## config.mk

```make
export PLATFORM = sky130hd
export DESIGN_NAME = afu_top
export DESIGN_NICKNAME = d
export VERILOG_FILES = /design/src/verilog/afu_pkg.sv /design/src/verilog/mmio_regs.sv /design/src/verilog/job_control.sv /design/src/verilog/wed_fetch.sv /design/src/verilog/sum_engine.sv /design/src/verilog/cmd_arbiter.sv /design/src/verilog/afu_top.sv
export VERILOG_INCLUDE_DIRS = /design/src /design/src/include
export SDC_FILE = /design/constraint.sdc
export NUM_CORES = 1
export LEC_CHECK = 0
export ABC_AREA = 1
export BUFFER_PORTS_ARGS = -buffer_cell sky130_fd_sc_hd__buf_4
export CAP_MARGIN = 20
export CORE_UTILIZATION = 53
export CTS_CLUSTER_DIAMETER = 80
export DETAILED_ROUTE_END_ITERATION = 8
export GPL_TIMING_DRIVEN = 0
export HOLD_SLACK_MARGIN = 0.06
export PLACE_DENSITY = 0.77
export SLEW_MARGIN = 15
export SYNTH_ARGS = -nofsm -noshare
export SYNTH_HDL_FRONTEND = slang
export SYNTH_SLANG_ARGS = --single-unit
```

## constraint.sdc

```tcl
create_clock -name clock -period 3.15 [get_ports clock]
set_input_delay 0.63 -clock clock [delete_from_list [all_inputs] [get_ports clock]]
set_output_delay 0.63 -clock clock [all_outputs]
set_load 0.05 [all_outputs]
```

## src/include/afu_cfg.svh

```systemverilog
`ifndef AFU_CFG_SVH
`define AFU_CFG_SVH

// Host bus widths.
`define AFU_ADDR_W 32
`define AFU_DATA_W 32

// Top tag bit is the requester id, low bits are the local tag.
`define AFU_TAG_W 4

// Job limits.
`define AFU_MAX_LEN 64
`define AFU_MAX_OUTSTANDING 4
`define AFU_ERR_W 2

// MMIO register byte offsets.
`define AFU_REG_CTRL 32'h00
`define AFU_REG_WED 32'h04
`define AFU_REG_STATUS 32'h08
`define AFU_REG_RESULT 32'h0C
`define AFU_REG_ERR 32'h10

`endif

```

## src/verilog/afu_pkg.sv

```systemverilog
package afu_pkg;

  // Job sequencing states, as seen in STATUS.
  typedef enum logic [2:0] {
    IDLE  = 3'd0,
    FETCH = 3'd1,
    RUN   = 3'd2,
    DONE  = 3'd3,
    ERROR = 3'd4
  } job_state_e;

  // Requester id carried in the top tag bit.
  typedef enum logic {
    REQ_WED = 1'b0,
    REQ_SUM = 1'b1
  } requester_e;

  // Bit positions in the ERR register.
  typedef enum int {
    ERR_LEN   = 0,
    ERR_ALIGN = 1
  } err_bit_e;

endpackage

```

## src/verilog/mmio_regs.sv

```systemverilog
`include "afu_cfg.svh"

module mmio_regs (
  input  logic                   clock,
  input  logic                   rst,
  input  logic                   psel,
  input  logic                   penable,
  input  logic                   pwrite,
  input  logic [`AFU_ADDR_W-1:0] paddr,
  input  logic [`AFU_DATA_W-1:0] pwdata,
  output logic [`AFU_DATA_W-1:0] prdata,
  output logic                   pready,
  output logic                   pslverr,
  output logic                   start,
  output logic                   abort,
  output logic [`AFU_ADDR_W-1:0] wed_addr,
  input  afu_pkg::job_state_e    state,
  input  logic [`AFU_DATA_W-1:0] result,
  input  logic [`AFU_ERR_W-1:0]  err
);

  localparam int DW = `AFU_DATA_W;

  logic access;
  logic wr;
  logic hit_ctrl;
  logic hit_wed;
  logic hit_status;
  logic hit_result;
  logic hit_err;

  assign access     = psel & penable;
  assign wr         = access & pwrite;
  assign hit_ctrl   = (paddr == `AFU_REG_CTRL);
  assign hit_wed    = (paddr == `AFU_REG_WED);
  assign hit_status = (paddr == `AFU_REG_STATUS);
  assign hit_result = (paddr == `AFU_REG_RESULT);
  assign hit_err    = (paddr == `AFU_REG_ERR);

  // Zero wait states.
  assign pready  = access;
  assign pslverr = access & ~(hit_ctrl | hit_wed | hit_status | hit_result | hit_err);

  // CTRL bits are write-only strobes.
  always_ff @(posedge clock) begin
    if (rst) begin
      start <= 1'b0;
      abort <= 1'b0;
    end else begin
      start <= wr & hit_ctrl & pwdata[0];
      abort <= wr & hit_ctrl & pwdata[1];
    end
  end

  always_ff @(posedge clock) begin
    if (wr && hit_wed) begin
      wed_addr <= pwdata;
    end
  end

  // Status registers are live views of the job controller.
  always_comb begin
    prdata = '0;
    if (hit_wed) begin
      prdata = DW'(wed_addr);
    end else if (hit_status) begin
      prdata = DW'(state);
    end else if (hit_result) begin
      prdata = result;
    end else if (hit_err) begin
      prdata = DW'(err);
    end
  end

  // Access phase only ever follows a setup phase.
  penable_needs_psel: assert property (
    @(posedge clock) disable iff (rst) $rose(penable) |-> psel
  );

endmodule

```

## src/verilog/job_control.sv

```systemverilog
`include "afu_cfg.svh"

module job_control (
  input  logic                   clock,
  input  logic                   rst,
  input  logic                   start,
  input  logic                   abort,
  input  logic [`AFU_ADDR_W-1:0] wed_addr,
  output logic                   wed_start,
  input  logic                   wed_done,
  input  logic [`AFU_ADDR_W-1:0] src_addr,
  input  logic [`AFU_DATA_W-1:0] len,
  output logic                   sum_start,
  input  logic                   sum_done,
  input  logic [`AFU_DATA_W-1:0] sum,
  output afu_pkg::job_state_e    state,
  output logic [`AFU_DATA_W-1:0] result,
  output logic [`AFU_ERR_W-1:0]  err
);

  logic [`AFU_ERR_W-1:0] chk_err;

  // Descriptor checks, sampled when the fetch completes.
  always_comb begin
    chk_err = '0;
    chk_err[afu_pkg::ERR_LEN]   = (len > `AFU_MAX_LEN);
    chk_err[afu_pkg::ERR_ALIGN] = (wed_addr[1:0] != 2'b00) || (src_addr[1:0] != 2'b00);
  end

  always_ff @(posedge clock) begin
    if (rst) begin
      state     <= afu_pkg::IDLE;
      wed_start <= 1'b0;
      sum_start <= 1'b0;
      result    <= '0;
      err       <= '0;
    end else begin
      wed_start <= 1'b0;
      sum_start <= 1'b0;
      if (abort) begin
        state <= afu_pkg::IDLE;
      end else begin
        case (state)
          afu_pkg::FETCH: begin
            if (wed_done) begin
              if (chk_err != '0) begin
                err   <= chk_err;
                state <= afu_pkg::ERROR;
              end else if (len == '0) begin
                state <= afu_pkg::DONE;
              end else begin
                sum_start <= 1'b1;
                state     <= afu_pkg::RUN;
              end
            end
          end
          afu_pkg::RUN: begin
            if (sum_done) begin
              result <= sum;
              state  <= afu_pkg::DONE;
            end
          end
          // Idle, done and error all accept a new job.
          default: begin
            if (start) begin
              result    <= '0;
              err       <= '0;
              wed_start <= 1'b1;
              state     <= afu_pkg::FETCH;
            end
          end
        endcase
      end
    end
  end

  // The engine only finishes a job that is running.
  sum_done_in_run: assert property (
    @(posedge clock) disable iff (rst) sum_done |-> state == afu_pkg::RUN
  );

endmodule

```

## src/verilog/wed_fetch.sv

```systemverilog
`include "afu_cfg.svh"

module wed_fetch (
  input  logic                   clock,
  input  logic                   rst,
  input  logic                   wed_start,
  input  logic                   abort,
  input  logic [`AFU_ADDR_W-1:0] wed_addr,
  output logic                   req_valid,
  output logic [`AFU_ADDR_W-1:0] req_addr,
  output logic [`AFU_TAG_W-2:0]  req_tag,
  input  logic                   grant,
  input  logic                   rsp_valid,
  input  logic [`AFU_TAG_W-2:0]  rsp_tag,
  input  logic [`AFU_DATA_W-1:0] rsp_data,
  output logic                   wed_done,
  output logic [`AFU_ADDR_W-1:0] src_addr,
  output logic [`AFU_DATA_W-1:0] len
);

  localparam int AW = `AFU_ADDR_W;
  localparam int LT = `AFU_TAG_W - 1;

  logic       busy;
  logic [1:0] issued;
  logic       word;
  logic       idx;
  logic       take;
  logic [1:0] pend;
  logic [1:0] pend_next;
  logic [1:0] stale;
  logic [1:0] got;
  logic [1:0] got_next;

  // Word 0 is the source address, word 1 the length.
  assign word      = issued[0];
  assign req_valid = busy & ~issued[1] & ~pend[word];
  assign req_addr  = wed_addr + (AW'(word) << 2);
  assign req_tag   = LT'(word);

  // Responses to an aborted fetch only free their tag.
  assign idx  = rsp_tag[0];
  assign take = rsp_valid & busy & ~stale[idx];

  always_comb begin
    pend_next = pend;
    got_next  = got;
    if (rsp_valid) begin
      pend_next[idx] = 1'b0;
    end
    if (req_valid && grant) begin
      pend_next[word] = 1'b1;
    end
    if (take) begin
      got_next[idx] = 1'b1;
    end
  end

  always_ff @(posedge clock) begin
    if (rst) begin
      busy     <= 1'b0;
      issued   <= '0;
      pend     <= '0;
      stale    <= '0;
      got      <= '0;
      wed_done <= 1'b0;
    end else begin
      wed_done <= 1'b0;
      pend     <= pend_next;
      stale    <= abort ? pend_next : (stale & pend_next);
      if (abort) begin
        busy <= 1'b0;
      end else if (wed_start) begin
        busy   <= 1'b1;
        issued <= '0;
        got    <= '0;
      end else if (busy) begin
        got <= got_next;
        if (req_valid && grant) begin
          issued <= issued + 2'd1;
        end
        if (&got_next) begin
          busy     <= 1'b0;
          wed_done <= 1'b1;
        end
      end
    end
  end

  always_ff @(posedge clock) begin
    if (take && !idx) begin
      src_addr <= AW'(rsp_data);
    end
    if (take && idx) begin
      len <= rsp_data;
    end
  end

endmodule

```

## src/verilog/sum_engine.sv

```systemverilog
`include "afu_cfg.svh"

module sum_engine (
  input  logic                   clock,
  input  logic                   rst,
  input  logic                   sum_start,
  input  logic                   abort,
  input  logic [`AFU_ADDR_W-1:0] src_addr,
  input  logic [`AFU_DATA_W-1:0] len,
  output logic                   req_valid,
  output logic [`AFU_ADDR_W-1:0] req_addr,
  output logic [`AFU_TAG_W-2:0]  req_tag,
  input  logic                   grant,
  input  logic                   rsp_valid,
  input  logic [`AFU_TAG_W-2:0]  rsp_tag,
  input  logic [`AFU_DATA_W-1:0] rsp_data,
  output logic                   sum_done,
  output logic [`AFU_DATA_W-1:0] sum
);

  localparam int AW = `AFU_ADDR_W;
  localparam int LT = `AFU_TAG_W - 1;
  localparam int NT = `AFU_MAX_OUTSTANDING;
  localparam int IW = $clog2(NT);
  localparam int LW = $clog2(`AFU_MAX_LEN) + 1;

  logic          active;
  logic [AW-1:0] base;
  logic [LW-1:0] total;
  logic [LW-1:0] issued;
  logic [LW-1:0] rcvd;
  logic [NT-1:0] busy;
  logic [NT-1:0] busy_next;
  logic [NT-1:0] stale;
  logic [IW-1:0] slot;
  logic [IW-1:0] rsp_slot;
  logic          take;

  // Word n always uses slot n mod NT, so the request stays put while it waits.
  assign slot      = issued[IW-1:0];
  assign req_valid = active & (issued != total) & ~busy[slot];
  assign req_addr  = base + (AW'(issued) << 2);
  assign req_tag   = LT'(slot);

  assign rsp_slot = rsp_tag[IW-1:0];
  assign take     = rsp_valid & active & ~stale[rsp_slot];

  always_comb begin
    busy_next = busy;
    if (rsp_valid) begin
      busy_next[rsp_slot] = 1'b0;
    end
    if (req_valid && grant) begin
      busy_next[slot] = 1'b1;
    end
  end

  always_ff @(posedge clock) begin
    if (rst) begin
      active   <= 1'b0;
      issued   <= '0;
      rcvd     <= '0;
      busy     <= '0;
      stale    <= '0;
      sum_done <= 1'b0;
    end else begin
      sum_done <= 1'b0;
      busy     <= busy_next;
      // Reads still in flight at abort drain without touching the sum.
      stale    <= abort ? busy_next : (stale & busy_next);
      if (abort) begin
        active <= 1'b0;
      end else if (sum_start) begin
        active <= 1'b1;
        issued <= '0;
        rcvd   <= '0;
      end else if (active) begin
        if (req_valid && grant) begin
          issued <= issued + 1'b1;
        end
        if (take) begin
          rcvd <= rcvd + 1'b1;
          if (rcvd + 1'b1 == total) begin
            active   <= 1'b0;
            sum_done <= 1'b1;
          end
        end
      end
    end
  end

  always_ff @(posedge clock) begin
    if (sum_start) begin
      base  <= src_addr;
      total <= len[LW-1:0];
      sum   <= '0;
    end else if (take) begin
      sum <= sum + rsp_data;
    end
  end

  rsp_tag_busy: assert property (
    @(posedge clock) disable iff (rst) rsp_valid |-> busy[rsp_slot]
  );

endmodule

```

## src/verilog/cmd_arbiter.sv

```systemverilog
`include "afu_cfg.svh"

module cmd_arbiter (
  input  logic                   clock,
  input  logic                   rst,
  input  logic                   wed_valid,
  input  logic [`AFU_ADDR_W-1:0] wed_addr,
  input  logic [`AFU_TAG_W-2:0]  wed_tag,
  output logic                   wed_grant,
  input  logic                   sum_valid,
  input  logic [`AFU_ADDR_W-1:0] sum_addr,
  input  logic [`AFU_TAG_W-2:0]  sum_tag,
  output logic                   sum_grant,
  output logic                   cmd_valid,
  output logic [`AFU_ADDR_W-1:0] cmd_addr,
  output logic [`AFU_TAG_W-1:0]  cmd_tag,
  input  logic                   cmd_ready,
  input  logic                   rsp_valid,
  input  logic [`AFU_TAG_W-1:0]  rsp_tag,
  input  logic [`AFU_DATA_W-1:0] rsp_data,
  output logic                   wed_rsp_valid,
  output logic                   sum_rsp_valid,
  output logic [`AFU_TAG_W-2:0]  rsp_local_tag,
  output logic [`AFU_DATA_W-1:0] rsp_word
);

  logic last_sum;
  logic hold;
  logic hold_sum;
  logic sel_sum;

  // A stalled command keeps its requester until accepted.
  always_comb begin
    if (hold) begin
      sel_sum = hold_sum;
    end else if (wed_valid && sum_valid) begin
      sel_sum = ~last_sum;
    end else begin
      sel_sum = sum_valid;
    end
  end

  assign cmd_valid = sel_sum ? sum_valid : wed_valid;
  assign cmd_addr  = sel_sum ? sum_addr : wed_addr;
  assign cmd_tag   = sel_sum ? {afu_pkg::REQ_SUM, sum_tag} : {afu_pkg::REQ_WED, wed_tag};
  assign wed_grant = cmd_valid & cmd_ready & ~sel_sum;
  assign sum_grant = cmd_valid & cmd_ready & sel_sum;

  always_ff @(posedge clock) begin
    if (rst) begin
      last_sum <= 1'b0;
      hold     <= 1'b0;
      hold_sum <= 1'b0;
    end else begin
      hold     <= cmd_valid & ~cmd_ready;
      hold_sum <= sel_sum;
      if (cmd_valid && cmd_ready) begin
        last_sum <= sel_sum;
      end
    end
  end

  // Route by requester id.
  assign wed_rsp_valid = rsp_valid & (rsp_tag[`AFU_TAG_W-1] == afu_pkg::REQ_WED);
  assign sum_rsp_valid = rsp_valid & (rsp_tag[`AFU_TAG_W-1] == afu_pkg::REQ_SUM);
  assign rsp_local_tag = rsp_tag[`AFU_TAG_W-2:0];
  assign rsp_word      = rsp_data;

  // A waiting command keeps its address and tag unless an abort withdraws it.
  cmd_stable_while_stalled: assert property (
    @(posedge clock) disable iff (rst)
    cmd_valid && !cmd_ready |=> !cmd_valid || ($stable(cmd_addr) && $stable(cmd_tag))
  );

endmodule

```

## src/verilog/afu_top.sv

```systemverilog
`include "afu_cfg.svh"

module afu_top (
  input  logic                   clock,
  input  logic                   rst,
  input  logic                   psel,
  input  logic                   penable,
  input  logic                   pwrite,
  input  logic [`AFU_ADDR_W-1:0] paddr,
  input  logic [`AFU_DATA_W-1:0] pwdata,
  output logic [`AFU_DATA_W-1:0] prdata,
  output logic                   pready,
  output logic                   pslverr,
  output logic                   cmd_valid,
  input  logic                   cmd_ready,
  output logic [`AFU_ADDR_W-1:0] cmd_addr,
  output logic [`AFU_TAG_W-1:0]  cmd_tag,
  input  logic                   rsp_valid,
  input  logic [`AFU_TAG_W-1:0]  rsp_tag,
  input  logic [`AFU_DATA_W-1:0] rsp_data
);

  logic                   start;
  logic                   abort;
  logic [`AFU_ADDR_W-1:0] wed_addr;
  afu_pkg::job_state_e    state;
  logic [`AFU_DATA_W-1:0] result;
  logic [`AFU_ERR_W-1:0]  err;
  logic                   wed_start;
  logic                   wed_done;
  logic [`AFU_ADDR_W-1:0] src_addr;
  logic [`AFU_DATA_W-1:0] len;
  logic                   sum_start;
  logic                   sum_done;
  logic [`AFU_DATA_W-1:0] sum;
  logic                   wed_req_valid;
  logic [`AFU_ADDR_W-1:0] wed_req_addr;
  logic [`AFU_TAG_W-2:0]  wed_req_tag;
  logic                   wed_grant;
  logic                   sum_req_valid;
  logic [`AFU_ADDR_W-1:0] sum_req_addr;
  logic [`AFU_TAG_W-2:0]  sum_req_tag;
  logic                   sum_grant;
  logic                   wed_rsp_valid;
  logic                   sum_rsp_valid;
  logic [`AFU_TAG_W-2:0]  rsp_local_tag;
  logic [`AFU_DATA_W-1:0] rsp_word;

  // Host register window.
  mmio_regs mmio_regs_inst (
    .clock   (clock),
    .rst     (rst),
    .psel    (psel),
    .penable (penable),
    .pwrite  (pwrite),
    .paddr   (paddr),
    .pwdata  (pwdata),
    .prdata  (prdata),
    .pready  (pready),
    .pslverr (pslverr),
    .start   (start),
    .abort   (abort),
    .wed_addr(wed_addr),
    .state   (state),
    .result  (result),
    .err     (err)
  );

  job_control job_control_inst (
    .clock    (clock),
    .rst      (rst),
    .start    (start),
    .abort    (abort),
    .wed_addr (wed_addr),
    .wed_start(wed_start),
    .wed_done (wed_done),
    .src_addr (src_addr),
    .len      (len),
    .sum_start(sum_start),
    .sum_done (sum_done),
    .sum      (sum),
    .state    (state),
    .result   (result),
    .err      (err)
  );

  // Descriptor fetch.
  wed_fetch wed_fetch_inst (
    .clock    (clock),
    .rst      (rst),
    .wed_start(wed_start),
    .abort    (abort),
    .wed_addr (wed_addr),
    .req_valid(wed_req_valid),
    .req_addr (wed_req_addr),
    .req_tag  (wed_req_tag),
    .grant    (wed_grant),
    .rsp_valid(wed_rsp_valid),
    .rsp_tag  (rsp_local_tag),
    .rsp_data (rsp_word),
    .wed_done (wed_done),
    .src_addr (src_addr),
    .len      (len)
  );

  // Compute engine.
  sum_engine sum_engine_inst (
    .clock    (clock),
    .rst      (rst),
    .sum_start(sum_start),
    .abort    (abort),
    .src_addr (src_addr),
    .len      (len),
    .req_valid(sum_req_valid),
    .req_addr (sum_req_addr),
    .req_tag  (sum_req_tag),
    .grant    (sum_grant),
    .rsp_valid(sum_rsp_valid),
    .rsp_tag  (rsp_local_tag),
    .rsp_data (rsp_word),
    .sum_done (sum_done),
    .sum      (sum)
  );

  // Shared host command bus.
  cmd_arbiter cmd_arbiter_inst (
    .clock        (clock),
    .rst          (rst),
    .wed_valid    (wed_req_valid),
    .wed_addr     (wed_req_addr),
    .wed_tag      (wed_req_tag),
    .wed_grant    (wed_grant),
    .sum_valid    (sum_req_valid),
    .sum_addr     (sum_req_addr),
    .sum_tag      (sum_req_tag),
    .sum_grant    (sum_grant),
    .cmd_valid    (cmd_valid),
    .cmd_addr     (cmd_addr),
    .cmd_tag      (cmd_tag),
    .cmd_ready    (cmd_ready),
    .rsp_valid    (rsp_valid),
    .rsp_tag      (rsp_tag),
    .rsp_data     (rsp_data),
    .wed_rsp_valid(wed_rsp_valid),
    .sum_rsp_valid(sum_rsp_valid),
    .rsp_local_tag(rsp_local_tag),
    .rsp_word     (rsp_word)
  );

endmodule

```

==> flow_summary.toml <==
[clocking]
root_buffer = "clkbuf_16"
cts_tree = "built"
htreeDepth = 1
cts_sinks = 245
hold_buffers = 0
path_clk_slew_ps = 60
clk_path_buf_depth = 3
cts-buffers-inserted = 27
clk_latency_ps = 560

[logic_synthesis]
synth-seq-area-share = 0.468
yosys_warnings = 0
synth.net_count = 1816
synthArstFlopShare = 0
ys_ff_latch = 245
yosysUniqueCellTypes = 56
netlist_area_um2 = 13400
synth_top_area_share = 0.303
syn_inst = 1662
synth_edf_count = 135
synth.avg_cell_area_um2 = 8.05
yosysTopAreaCell = "edfxtp_1"
synthTopCellsByArea = "edfxtp_1 (30%), dfxtp_1 (16%), nand2_1 (9.2%)"
yosys_most_used_dff = "edfxtp_1"

[sta]
final_max_slew_viol_count = 0
fin_skew_ps = 26.6
fin_crit_sh = 1.11
max_freq_mhz = 287
rsz0062_at_grt = "true"
layout_min_cycle_time_ps = 3490
setup_viol = 24
fin_ws_ps = -336
max_slew_margin = 0.442
hold_viol = 0
worst_pin_slew_ps = 828

[route]
drt-total-wl_um = 43200
vias = 12700
dr.pass1.iters = 6
drt_iter0_markers = 1238
post_drt_wl_per_cell_um = 19.3
route.detailed.drc = 0
ant_nets = 0
via_per_inst = 5.65

[critical_path]
end_kind = "output port"
crit_arrival_ps = 2860
path_class = "reg -> out"
critPathLaunchType = "flip-flop"
critical_path.max_fanout = 3
cp.required_ps = 2520

[layout]
antennaDiodeCount = 0
synthToLayoutAreaGrowth_pct = 27.4
mostFrequentLayoutCells = "nand2_1 (304), nor2_1 (196), inv_1 (187)"
drive_gt1_frac = 0.213
stdcell_area_um2 = 17000
final_common_cell = "nand2_1"
nets = 2053

[pwr]
p_per_area_nw_per_um2 = 429
pwr-share-clk = 0.422
p_sw_frac = 0.250
comb_power_share = 0.104
power.total_w = 0.00730
leakagePower_nw = 7.10
p_seq_frac = 0.474
max-vdd-ir-drop_uv = 493
p_int_w = 0.00547
p_sw_w = 0.00183

[grt]
grt_first_pass_wirelength_um = 65600
grt_pass1_vias = 11900
grt.overflow.total = 0
grt_usage = 0.329
antenna_found_initial = 0
grt_max_degree = 33

[run_status]
status = "complete, but fails checks"
violations = "negative setup slack"

[hold_path]
hold_class = "in -> reg"

[floorplanning]
fp.dieH_um = 161
die-area_um2 = 25900
ioPinCount = 178
initial_utilization = 0.545
die_x_um = 161
core-area_um2 = 24500
num_rows = 57

[placed_design]
gp_congestion = 1.00
post_dp_cell_area_um2 = 15200
numPortBuffers = 174
dp_hpwl_um = 33100

[job]
cap_violations = 0
==> Yosys cell counts, types with 27 or more instances <==
master	number
o21ai_0	107
clkbuf_1	27
a21oi_1	105
ha_1	45
nand4_1	28
nand3_1	127
nor3_1	34
dfxtp_1	110
nor2_1	207
edfxtp_1	135
inv_1	197
xor2_1	48
nand2_1	327
==> final timing paths <==
path / startpoint / endpoint / slack, ps / depth (start not counted)
setup / recovery: sum_engine_inst.base[2] / cmd_addr[12] / -340 / 15
setup reg to reg: sum_engine_inst.sum[0] / sum_engine_inst.sum[28] / 310 / 14
hold reg to reg: wed_fetch_inst.src_addr[11] / sum_engine_inst.base[11] / 410 / 0
hold / removal: pwdata[2] / mmio_regs_inst.wed_addr[2] / 240 / 1
==> metrics by stage <==
step / worst slack (ps) / hold slack, ps / cells / TNS (ps) / util
2_1_floorplan: -106 / 400 / 1662 / -1680 / -
6_report: -336 / 244 / 2244 / -5830 / 0.694
3_3_place_gp: -981 / 401 / 2160 / -39220 / 0.615
5_1_grt: -477 / 233 / 2244 / -8470 / 0.694
3_5_place_dp: -329 / 405 / 2163 / -2190 / 0.619
4_1_cts: -273 / 231 / 2234 / -4070 / 0.682
==> kinds of logic after synthesis <==
family	Yosys count	share of synthesized area
AO/OA/AOI/OAI	277	0.117
XOR/XNOR	68	0.0445
other	1	0.000280
buffers and inverters	247	0.0713
AND/OR/NAND/NOR	777	0.254
flip-flops	245	0.468
adder cells (fa/ha/maj)	47	0.0451
==> flip-flops by register name, indices dropped and copies added, names as in the netlist, 32 cells and up <==
signal and count:
wed_fetch_inst.src_addr 32, wed_fetch_inst.len 32, sum_engine_inst.sum 32, mmio_regs_inst.wed_addr 32, job_control_inst.result 32, sum_engine_inst.base 32
==> power groups by stage <==
stage	Sequential, W	Combinational (W)	Clock, W
floorplan	0.00350	0.000474	0
global placement	0.00352	0.000729	0
detailed placement	0.00353	0.000743	0
CTS	0.00346	0.000748	0.00311
global route	0.00346	0.000843	0.00325
finish	0.00346	0.000759	0.00308
==> metal layers <==
layer,track usage,vias to the layer above,part of all wire
li1,-,6069,-
met1,0.466,5946,0.44
met2,0.523,600,0.45
met3,0.0483,68,0.088
met4,0.0995,0,0.026
met5,0,-,0
==> timing repair <==
item | in CTS | in global routing
setup endpoints to repair | 41 | 49
gates resized for setup | 144 | 71
pin swaps | 38 | 43
buffers inserted | 21 | 12
hold endpoints to repair | 0 | 0
==> critical path, stage by stage (launching register included) <==
cell	delay (ps)
edfxtp_1	390
ha_2	200
inv_2	50
fa_2	330
nand3b_1	180
nand2_2	110
buf_4	110
buf_6	100
a21oi_1	60
inv_1	100
nand2_2	80
nor2_4	110
a21oi_2	70
o21ai_2	90
nand2_2	130
buf_8	170
==> area by class of cell <==
type                       instances  area [µm²]
buffer                            45         264
clock buffer                      34         712
clock inverter                    16         150
fill                            1994        7500
inverter                         202         768
multi-input combinational       1170        6690
sequential                       245        6270
tap                              324         405
timing repair buffer             208        1770
Note: power is estimated with default switching activity, not from simulation.
